## src/hdl/bus_pkg.sv

```systemverilog
/*
 * Wishbone classic types for an 8-bit data path.
 * No address, select or error fields: the ports in this subsystem
 * carry single-byte writes only and never decode an address.
 */

package bus_pkg;

	// data bus width, one byte per transfer
	localparam int unsigned WB_DW = 8;

	// master to slave
	// cyc frames the whole transfer, stb marks a valid beat
	typedef struct packed {
		logic             cyc;
		logic             stb;
		logic             we;
		logic [WB_DW-1:0] dat;
	} wb_req_t;

	// slave to master
	// ack is high for one cycle per accepted beat
	typedef struct packed {
		logic             ack;
		logic [WB_DW-1:0] dat;
	} wb_rsp_t;

endpackage

```

## src/hdl/msg_pkg.sv

```systemverilog
/*
 * Message format shared by the framing, checksum and digit stages.
 * Frames open with '$' and close with '*'. The checksum is the sum of
 * the payload bytes modulo 256, sent as three decimal ASCII digits.
 */

package msg_pkg;

	// frame markers
	localparam logic [7:0] START_CHAR = 8'h24;
	localparam logic [7:0] END_CHAR   = 8'h2A;

	// ascii '0', digits are sent as value plus this offset
	localparam logic [7:0] ASCII_ZERO = 8'h30;

	// "000" to "255"
	localparam int unsigned NUM_DIGITS = 3;

	// one accepted byte, already classified
	// is_start and is_end are exclusive, payload has both low
	typedef struct packed {
		logic       valid;
		logic       is_start;
		logic       is_end;
		logic [7:0] data;
	} msg_byte_t;

	// finished checksum, valid pulses for one cycle
	typedef struct packed {
		logic       valid;
		logic [7:0] sum;
	} csum_t;

endpackage

```

## src/hdl/frame_delimiter.sv

```systemverilog
/*
 * Wishbone classic slave for the incoming byte stream.
 * Ack is registered and comes one cycle after stb. Read cycles are
 * acked but return zero. Acks stop while busy_i is high and in the
 * two cycles after an end byte, until the digit sender reports busy.
 */

`timescale 1ns/1ps

module frame_delimiter (
	input  logic               clk,
	input  logic               rst,
	input  bus_pkg::wb_req_t   wb_req_i,
	output bus_pkg::wb_rsp_t   wb_rsp_o,
	input  logic               busy_i,
	output msg_pkg::msg_byte_t byte_o
);

	import msg_pkg::*;

	logic       ack_q;
	logic       in_frame_q;
	logic       end_hold_q;
	logic       valid_q;
	logic       start_q;
	logic       end_q;
	logic [7:0] data_q;

	logic take;
	logic wr;
	logic is_start;
	logic is_end;

	always_comb begin
		// !ack_q keeps the held beat from being acked twice
		take = wb_req_i.cyc && wb_req_i.stb && !ack_q && !busy_i && !end_hold_q;
		wr = take && wb_req_i.we;
		// '$' counts anywhere, it restarts an open frame too
		is_start = (wb_req_i.dat == START_CHAR);
		// a '*' outside a frame is just dropped
		is_end = in_frame_q && (wb_req_i.dat == END_CHAR);
	end

	always_ff @(posedge clk) begin
		if (rst) begin
			ack_q <= 1'b0;
			in_frame_q <= 1'b0;
			end_hold_q <= 1'b0;
			valid_q <= 1'b0;
		end else begin
			ack_q <= take;
			// forward markers and in-frame payload only
			valid_q <= wr && (is_start || in_frame_q);
			if (wr && is_start) begin
				in_frame_q <= 1'b1;
			end else if (wr && is_end) begin
				in_frame_q <= 1'b0;
			end
			// covers the gap until the sender raises busy
			if (wr && is_end) begin
				end_hold_q <= 1'b1;
			end else if (busy_i) begin
				end_hold_q <= 1'b0;
			end
		end
	end

	// byte fields, qualified by valid_q
	always_ff @(posedge clk) begin
		if (take) begin
			start_q <= is_start;
			end_q <= is_end;
			data_q <= wb_req_i.dat;
		end
	end

	assign wb_rsp_o = '{ack: ack_q, dat: '0};
	assign byte_o = '{valid: valid_q, is_start: start_q, is_end: end_q, data: data_q};

	// the master still holds its beat in the ack cycle
	a_ack_needs_stb: assert property (@(posedge clk) disable iff (rst)
		wb_rsp_o.ack |-> (wb_req_i.cyc && wb_req_i.stb))
		else $error("ack raised without a cycle in progress");

endmodule

```

## src/hdl/checksum_accum.sv

```systemverilog
/*
 * Modulo-256 sum of the payload bytes in a frame.
 * Expects classified bytes from the framing stage, with no payload
 * before the first start byte. The result pulses one cycle after the
 * end byte. There is no back-pressure on either side.
 */

`timescale 1ns/1ps

module checksum_accum (
	input  logic               clk,
	input  logic               rst,
	input  msg_pkg::msg_byte_t byte_i,
	output msg_pkg::csum_t     csum_o
);

	logic       valid_q;
	logic [7:0] sum_q;
	logic [7:0] result_q;

	// valid is a single-cycle strobe
	always_ff @(posedge clk) begin
		if (rst) begin
			valid_q <= 1'b0;
		end else begin
			valid_q <= byte_i.valid && byte_i.is_end;
		end
	end

	// running sum and result
	always_ff @(posedge clk) begin
		if (byte_i.valid) begin
			if (byte_i.is_start) begin
				// new frame, or '$' inside a frame
				sum_q <= '0;
			end else if (byte_i.is_end) begin
				// the '*' itself is not added
				result_q <= sum_q;
			end else begin
				// 8-bit add, wraps mod 256
				sum_q <= sum_q + byte_i.data;
			end
		end
	end

	assign csum_o = '{valid: valid_q, sum: result_q};

	// the framing stage must never mark one byte as both
	a_marker_exclusive: assert property (@(posedge clk) disable iff (rst)
		byte_i.valid |-> !(byte_i.is_start && byte_i.is_end))
		else $error("byte marked as both start and end");

endmodule

```

## src/hdl/ascii_digit_tx.sv

```systemverilog
/*
 * Sends a checksum as three ASCII decimal digits, hundreds first.
 * Conversion uses repeated subtraction, so its length depends on the
 * value. Each digit is one classic write with cyc low for a cycle in
 * between. A new sum must not arrive while busy_o is high.
 */

`timescale 1ns/1ps

module ascii_digit_tx (
	input  logic             clk,
	input  logic             rst,
	input  msg_pkg::csum_t   csum_i,
	output bus_pkg::wb_req_t wb_req_o,
	input  bus_pkg::wb_rsp_t wb_rsp_i,
	output logic             busy_o
);

	import msg_pkg::*;

	typedef enum logic [1:0] {
		S_IDLE,
		S_DIV,
		S_WRITE,
		S_GAP
	} state_t;

	state_t     state_q;
	logic [1:0] idx_q;
	logic [7:0] rem_q;
	logic [1:0] hund_q;
	logic [3:0] tens_q;
	logic [3:0] digit;
	logic       in_write;

	always_ff @(posedge clk) begin
		if (rst) begin
			state_q <= S_IDLE;
			idx_q <= '0;
		end else begin
			case (state_q)
				S_IDLE: begin
					if (csum_i.valid) begin
						state_q <= S_DIV;
					end
				end
				S_DIV: begin
					// remainder below 10 is the units digit
					if (rem_q < 8'd10) begin
						state_q <= S_WRITE;
						idx_q <= '0;
					end
				end
				S_WRITE: begin
					if (wb_rsp_i.ack) begin
						if (idx_q == 2'(NUM_DIGITS - 1)) begin
							state_q <= S_IDLE;
						end else begin
							idx_q <= idx_q + 2'd1;
							state_q <= S_GAP;
						end
					end
				end
				// one idle cycle with cyc low
				S_GAP: state_q <= S_WRITE;
				default: state_q <= S_IDLE;
			endcase
		end
	end

	// divide by subtraction, hundreds before tens
	always_ff @(posedge clk) begin
		if (state_q == S_IDLE && csum_i.valid) begin
			rem_q <= csum_i.sum;
			hund_q <= '0;
			tens_q <= '0;
		end else if (state_q == S_DIV) begin
			if (rem_q >= 8'd100) begin
				rem_q <= rem_q - 8'd100;
				hund_q <= hund_q + 2'd1;
			end else if (rem_q >= 8'd10) begin
				rem_q <= rem_q - 8'd10;
				tens_q <= tens_q + 4'd1;
			end
		end
	end

	always_comb begin
		case (idx_q)
			2'd0: digit = {2'b00, hund_q};
			2'd1: digit = tens_q;
			default: digit = rem_q[3:0];
		endcase
	end

	// digit registers hold still in S_WRITE, so dat is stable
	assign in_write = (state_q == S_WRITE);
	assign wb_req_o = '{cyc: in_write, stb: in_write, we: 1'b1,
		dat: ASCII_ZERO + {4'b0000, digit}};
	assign busy_o = (state_q != S_IDLE);

	// every acked digit ends its cycle, so cyc drops between digits
	a_cyc_gap: assert property (@(posedge clk) disable iff (rst)
		(wb_req_o.stb && wb_rsp_i.ack) |=> !wb_req_o.cyc)
		else $error("cyc held after digit ack");

	a_dat_stable: assert property (@(posedge clk) disable iff (rst)
		(wb_req_o.stb && !wb_rsp_i.ack) |=> (wb_req_o.stb && $stable(wb_req_o.dat)))
		else $error("digit changed before ack");

	// the framing stage holds off input until busy drops
	a_no_sum_busy: assert property (@(posedge clk) disable iff (rst)
		csum_i.valid |-> !busy_o)
		else $error("checksum arrived while digits pending");

endmodule

```

## src/hdl/checksum_top.sv

```systemverilog
/*
 * Frame checksum subsystem, byte stream in, ASCII digits out.
 * Both ports are Wishbone classic with 8-bit data and no addressing.
 * A stalled output sink also stalls the input port.
 */

`timescale 1ns/1ps

module checksum_top (
	input  logic             clk,
	input  logic             rst,
	input  bus_pkg::wb_req_t in_req_i,
	output bus_pkg::wb_rsp_t in_rsp_o,
	output bus_pkg::wb_req_t out_req_o,
	input  bus_pkg::wb_rsp_t out_rsp_i
);

	import msg_pkg::*;

	msg_byte_t byte_w;
	csum_t     csum_w;
	// back-pressure from the digit sender to the input port
	logic      busy_w;

	frame_delimiter u_delim (
		.clk      (clk),
		.rst      (rst),
		.wb_req_i (in_req_i),
		.wb_rsp_o (in_rsp_o),
		.busy_i   (busy_w),
		.byte_o   (byte_w)
	);

	checksum_accum u_accum (
		.clk    (clk),
		.rst    (rst),
		.byte_i (byte_w),
		.csum_o (csum_w)
	);

	ascii_digit_tx u_tx (
		.clk      (clk),
		.rst      (rst),
		.csum_i   (csum_w),
		.wb_req_o (out_req_o),
		.wb_rsp_i (out_rsp_i),
		.busy_o   (busy_w)
	);

endmodule

```

## config.mk

```make
export PLATFORM = sky130hd
export DESIGN_NAME = checksum_top
export DESIGN_NICKNAME = d
export VERILOG_FILES = /design/src/hdl/bus_pkg.sv /design/src/hdl/msg_pkg.sv /design/src/hdl/frame_delimiter.sv /design/src/hdl/checksum_accum.sv /design/src/hdl/ascii_digit_tx.sv /design/src/hdl/checksum_top.sv
export SDC_FILE = /design/constraint.sdc
export NUM_CORES = 1
export LEC_CHECK = 0
export BUFFER_PORTS_ARGS = -buffer_cell sky130_fd_sc_hd__buf_2
export CORE_ASPECT_RATIO = 0.6
export CORE_MARGIN = 1
export CORE_UTILIZATION = 58
export DETAILED_ROUTE_END_ITERATION = 16
export GPL_ROUTABILITY_DRIVEN = 0
export PLACE_DENSITY = 0.81
export SLEW_MARGIN = 20
export SYNTH_ARGS = -nofsm -noshare
export SYNTH_HDL_FRONTEND = slang
export SYNTH_HIERARCHICAL = 1
export SYNTH_SLANG_ARGS = --single-unit
```

## constraint.sdc

```tcl
create_clock -name clk -period 4 [get_ports clk]
set_input_delay 0.4 -clock clk [delete_from_list [all_inputs] [get_ports clk]]
set_output_delay 0.4 -clock clk [all_outputs]
set_load 0.05 [all_outputs]
```

# ---- Word level (Yosys, flattened, before mapping)
# Index checks and enable logic that the tools add are counted.
dict set report word_totals {
  register_bits 49
  inputBits 22
  wordCells 88
}
dict set report classes {
  addsub 7
  order_cmp 3
  n_eq_ne 12
  muxes 19
  bitwise_logic 2
  n_reduce_logical 30
}
# operator count
set op_table {}
lappend op_table {{$mux 8} 5}
lappend op_table {{$eq 8x6->1 const B} 2}
lappend op_table {{$mux 2} 7}
lappend op_table {{$logic_and 1x1->1} 11}
lappend op_table {{$reduce_bool 2->1} 5}
lappend op_table {{$reduce_and 3->1} 3}
lappend op_table {{$add 8x8->8} 1}
lappend op_table {{$ge 8x4->1 const B} 1}
lappend op_table {{$ge 8x7->1 const B} 1}
lappend op_table {{$lt 8x4->1 const B} 1}
lappend op_table {{$pmux 2 s4} 1}
lappend op_table {{$pmux 4 s2} 1}
lappend op_table {{$sub 8x4->8 const B} 1}
lappend op_table {{$sub 8x7->8 const B} 1}
lappend op_table {{$add 6x4->7 const A} 1}
lappend op_table {{$eq 2x2->1 const B} 3}
lappend op_table {{$ne 2x2->1 const B} 3}
lappend op_table {{$reduce_and 2->1} 3}
lappend op_table {{$add 2x1->2 const B} 2}
lappend op_table {{$add 4x1->4 const B} 1}
lappend op_table {{$eq 2x1->1 const B} 2}
lappend op_table {{$logic_not 2->1} 2}
lappend op_table {{$mux 1} 4}
lappend op_table {{$ne 2x1->1 const B} 2}
lappend op_table {{6 further kinds} 9}

# ---- Depth between registers and ports, before layout
dict set report depth {
  word_depth 8
  ltp_mapped 8
}

# ---- Modules after synthesis
# Netlist, hierarchy kept.
# mod instances cells_per_inst area_each_um2 seq_area_each_um2
set by_module_without_submodules {}
lappend by_module_without_submodules {ascii_digit_tx 1 159 1362.6 440.4}
lappend by_module_without_submodules {checksum_accum 1 72 892.1 500.5}
lappend by_module_without_submodules {frame_delimiter 1 46 629.4 380.4}

# ---- Least setup slack after synthesis
# No wires, ideal clock.
dict set report synth_path {
  path_kind {register -> register}
  start {reg u_tx.state_q[1]}
  end {reg u_delim.data_q[0], enable pin}
  setup_ns 0.406
  arrival_time_ns 1.918
  required_ns 3.594
  setup_slack_ns 1.676
  stages_incl_launch_ff 4
  cell_sequence {dfxtp_1 -> clkbuf_1 -> or2_2 -> nor4_1}
}
dict set report synth_between {
  elab_chain_len 4
}
# element line_no
set synth_rtl {}
lappend synth_rtl {{from (decl)} ascii_digit_tx.sv:28} ;# state_t state_q;
lappend synth_rtl {{from (signal assigned)} ascii_digit_tx.sv:38} ;# state_q <= S_IDLE;
lappend synth_rtl {{from (signal assigned)} ascii_digit_tx.sv:44} ;# state_q <= S_DIV;
lappend synth_rtl {{from (signal assigned)} ascii_digit_tx.sv:50} ;# state_q <= S_WRITE;
lappend synth_rtl {{$reduce_bool 2->1} ascii_digit_tx.sv:100} ;# assign busy_o = (state_q != S_IDLE);
lappend synth_rtl {{via busy_w} checksum_top.sv:23} ;# logic busy_w;
lappend synth_rtl {{$logic_not 1->1} frame_delimiter.sv:36} ;# take = wb_req_i.cyc && wb_req_i.stb && !ack_q && !busy_i && !end_hold_q;
lappend synth_rtl {{$logic_and 1x1->1 (2 in a row)} frame_delimiter.sv:36}
lappend synth_rtl {{via u_delim.take} frame_delimiter.sv:29} ;# logic take;
lappend synth_rtl {{to (signal assigned)} frame_delimiter.sv:73} ;# data_q <= wb_req_i.dat;
lappend synth_rtl {{to (decl)} frame_delimiter.sv:27} ;# logic [7:0] data_q;
# The timed path passes the listed nets, and every way through them passes these cells.
# A chain may end at the register's enable or synchronous reset.

# ---- Worst setup path after layout
dict set report layout_path {
  start {reg u_tx.rem_q[1]}
  end {reg u_tx.rem_q[2], data pin}
}
dict set report layout_between {
  elab_chain_len 5
}
# element line_no
set layout_rtl {}
lappend layout_rtl {{from (decl)} ascii_digit_tx.sv:30} ;# logic [7:0] rem_q;
lappend layout_rtl {{from (signal assigned)} ascii_digit_tx.sv:74} ;# rem_q <= csum_i.sum;
lappend layout_rtl {{from (signal assigned)} ascii_digit_tx.sv:79} ;# rem_q <= rem_q - 8'd100;
lappend layout_rtl {{from (signal assigned)} ascii_digit_tx.sv:82} ;# rem_q <= rem_q - 8'd10;
lappend layout_rtl {{$sub 8x4->8} ascii_digit_tx.sv:82}
lappend layout_rtl {{$mux 8} ascii_digit_tx.sv:81} ;# end else if (rem_q >= 8'd10) begin
lappend layout_rtl {{$mux 8 (*)} ascii_digit_tx.sv:78} ;# if (rem_q >= 8'd100) begin
lappend layout_rtl {{$mux 8 (*)} ascii_digit_tx.sv:77} ;# end else if (state_q == S_DIV) begin
lappend layout_rtl {{$mux 8 (*)} ascii_digit_tx.sv:73} ;# if (state_q == S_IDLE && csum_i.valid) begin
# Mark *: on every way between the ends. The rest lies on a longest branch, timed or not. The select of a mux whose other input is x is not followed.

==> results.sh <==
export IMPL_r2r_start="u_tx/rem_q[1]$_DFFE_PP_"
export IMPL_leakage_nw=1.17
export IMPL_nFillCells=386
export IMPL_synth_ff_type="edfxtp_1"
export IMPL_p_per_area_nw_per_um2=322
export IMPL_syn_area_per_cell_um2=10.4
export IMPL_rows=19
export IMPL_grt_pass1_wl_mm=8.67
export IMPL_clock_fmax_mhz=442
export IMPL_final_max_slew_viol_count=0
export IMPL_grt_pass1_vias=1827
export IMPL_yosysSeqAreaShare_pct=45.8
export IMPL_worst_pin_slew_ns=1.13
export IMPL_synth_cells=277
export IMPL_crit_path_end_kind="flip-flop"
export IMPL_yosysMostFrequentCell="edfxtp_1"
export IMPL_maxCapViolCount=0
export IMPL_die_area_um2=5270
export IMPL_cts_buffers=5
export IMPL_ir_drop_v=0.000204
export IMPL_crit_chain="inv_1 > ha_1 > or3b_1 > a21oi_2 > mux2_2 > a21oi_1"
export IMPL_async_flop_share_pct=0
export IMPL_worstSkewPairLatency_ns=0.30
export IMPL_synth_edff_count=34
export IMPL_num_antenna_cells=0
export IMPL_via_per_inst=5.73
export IMPL_fin_crit_ns=2.26
export IMPL_clockBufferDepth=2
export IMPL_gr_total_overflow=0
export IMPL_hold_viol=0
export IMPL_cp_slowest_cell="or3b_1"
export IMPL_worstPathArrival_ns=2.42
export IMPL_area_growth_pct=4.56
export IMPL_hold_slack_ns=0.279
export IMPL_finalClockSkew_ns=0.0115
export IMPL_synth_area_um2=2880
export IMPL_r2r_end="u_tx/rem_q[2]$_DFFE_PP_"
export IMPL_rsz0062_at_grt="no"
export IMPL_core_um2=4680
export IMPL_slew_headroom_pct=24.0
export IMPL_numPortBuffers=20
export IMPL_drt_wl_total_mm=5.22
export IMPL_hold_depth=1
export IMPL_clkTransAtPathRegs_ns=0.09
export IMPL_hpwl_mm=3.95
export IMPL_min_path_type="input port to flip-flop"
export IMPL_postCtsHoldBufs=0
export IMPL_yosys_area_top_type_share_pct=35.4
export IMPL_design_area_um2=3020
export IMPL_fin_nets=324
export IMPL_dpl_cell_area_um2=2910
export IMPL_top_level_ports=42
export IMPL_p_total_mw=0.970
export IMPL_utilization_pct=64.4
export IMPL_synth_cell_types=59
export IMPL_start_util_pct=61.6
export IMPL_r2r_cells=6
export IMPL_worstPathMaxFanout=9
export IMPL_die_w_um=93.0
export IMPL_layout_drive_gt1_share_pct=16.4
export IMPL_ant_nets=0
export IMPL_synthTopCellsByArea="edfxtp_1, dfxtp_1, ha_1"
export IMPL_min_from="in_req_i[4]"
export IMPL_root_buffer="clkbuf_8"
export IMPL_yosysWarnings=6
export IMPL_startpoint_type="flip-flop"
export IMPL_die_y_um=56.6
export IMPL_drtPass1Iterations=4
export IMPL_cts_tree="yes"
export IMPL_fin_tns_setup_ns=0
export IMPL_setup_viol=0
export IMPL_path_class="flip-flop to flip-flop"
export IMPL_ys_ff_latch=49
export IMPL_cts_sinks=49
export IMPL_synth_area_leader_cell="edfxtp_1"
export IMPL_post_cts_buffers=0
export IMPL_antenna_found_initial=0
export IMPL_drtIter0Drc=135
export IMPL_synthTopCellsByCount="edfxtp_1, nand2_1, buf_4"
export IMPL_outcome="completed"
export IMPL_cts_max_level=2
export IMPL_min_to="u_delim/data_q[4]$_DFFE_PP_"
export IMPL_post_route_drc_count=0
export IMPL_num_vias=1999
export IMPL_track_usage_pct=21.6
export IMPL_avgRoutedWirePerCell_um=15.0
export IMPL_grt_max_degree=16
export IMPL_worst_r2r_setup_slack_ns=1.74
export IMPL_cp_top_family="compound AO/OA/AOI/OAI gates"
export IMPL_cts_resized=0
export IMPL_worstPathRequired_ns=4.15
export IMPL_worst_path_buf_inv=1
export IMPL_cpPeakStageDelay_ns=0.48
export IMPL_timing_final_crit_share_pct=56.5
-- state kept, by name, indices dropped and copies added, names as in the netlist --
signal              cells
u_delim/end_q           1
u_delim/valid_q         1
u_tx/state_q            2
u_delim/end_hold_q      1
u_delim/in_frame_q      1
u_tx/rem_q              8
u_tx/tens_q             4
u_delim/start_q         1
u_accum/sum_q           8
u_tx/idx_q              2
u_tx/hund_q             2
u_delim/ack_q           1
u_delim/data_q          8
u_accum/valid_q         1
u_accum/result_q        8
-- through the flow --
step	setup slack [ns]	cells
2_1_floorplan	1.68	287
3_3_place_gp	1.82	341
3_5_place_dp	1.79	341
4_1_cts	1.76	349
5_1_grt	1.53	349
6_report	1.74	349
-- report_power, final --
part | switching (mW) | total, mW | internal (mW)
registers | 0.0127 | 0.564 | 0.551
logic | 0.0765 | 0.106 | 0.0292
clock network | 0.159 | 0.300 | 0.140
-- metal layers --
| metal | GRT usage (%) | vias to the layer above | share of wire (%) |
|---|---|---|---|
| li1 | - | 990 | - |
| met1 | 31.4 | 940 | 47 |
| met2 | 32.9 | 62 | 46 |
| met3 | 4.34 | 7 | 5.4 |
| met4 | 6.37 | 0 | 0.92 |
| met5 | 0 | - | 0 |
-- layout make-up --
class                   count  area (um^2)  share of cell area, %
clock inverters             2         13.8                  0.456
repair buffers             20          100                   3.32
inverters                  13         48.8                   1.62
well taps                  63         78.8                   2.61
clock buffers               6         82.6                   2.74
multi-input cells         196         1370                   45.4
flip-flops and latches     49         1320                   43.8
-- logic make-up (layout without fill, tap and decap cells) --
kind of cell	count (synthesis)	in the layout	synth area share (%)
flip-flops	49	49	45.8
buffers and inverters	42	41	8.50
XOR/XNOR	4	4	1.21
AND/OR/NAND/NOR	94	94	18.7
adder cells (fa/ha/maj)	17	17	7.64
other	3	13	0.390
AO/OA/AOI/OAI	62	62	15.4
multiplexers	6	6	2.30
-- placed cells by master, fill, tap and decap left out, types with 4 or more instances in the layout --
| cell | count |
|---|---|
| ha_1 | 16 |
| nand2b_1 | 4 |
| nor3_1 | 11 |
| nor2_1 | 16 |
| mux2i_1 | 4 |
| nand3_1 | 4 |
| a21o_1 | 5 |
| a211oi_1 | 7 |
| o31ai_1 | 4 |
| nand2_1 | 24 |
| nor2b_1 | 8 |
| a21oi_1 | 12 |
| edfxtp_1 | 34 |
| buf_2 | 20 |
| o21ai_0 | 7 |
| clkbuf_8 | 6 |
| conb_1 | 13 |
| dfxtp_1 | 15 |
| inv_1 | 13 |
-- worst max-delay path by stage --
stage | endpoint | slack, ns | cells past startpoint | startpoint
2_1_floorplan | u_delim/data_q[0]$_DFFE_PP_ | 1.68 | 3 | u_tx/state_q[1]$_SDFFE_PP0P_
3_3_place_gp | u_tx/rem_q[2]$_DFFE_PP_ | 1.82 | 6 | u_tx/rem_q[1]$_DFFE_PP_
3_5_place_dp | u_tx/rem_q[2]$_DFFE_PP_ | 1.79 | 6 | u_tx/rem_q[1]$_DFFE_PP_
4_1_cts | u_tx/rem_q[2]$_DFFE_PP_ | 1.76 | 6 | u_tx/rem_q[1]$_DFFE_PP_
5_1_grt | u_tx/rem_q[6]$_DFFE_PP_ | 1.53 | 5 | u_tx/state_q[0]$_SDFFE_PP0P_
6_report | u_tx/rem_q[2]$_DFFE_PP_ | 1.74 | 6 | u_tx/rem_q[1]$_DFFE_PP_
No activity file was read; power rests on OpenSTA's default activity.
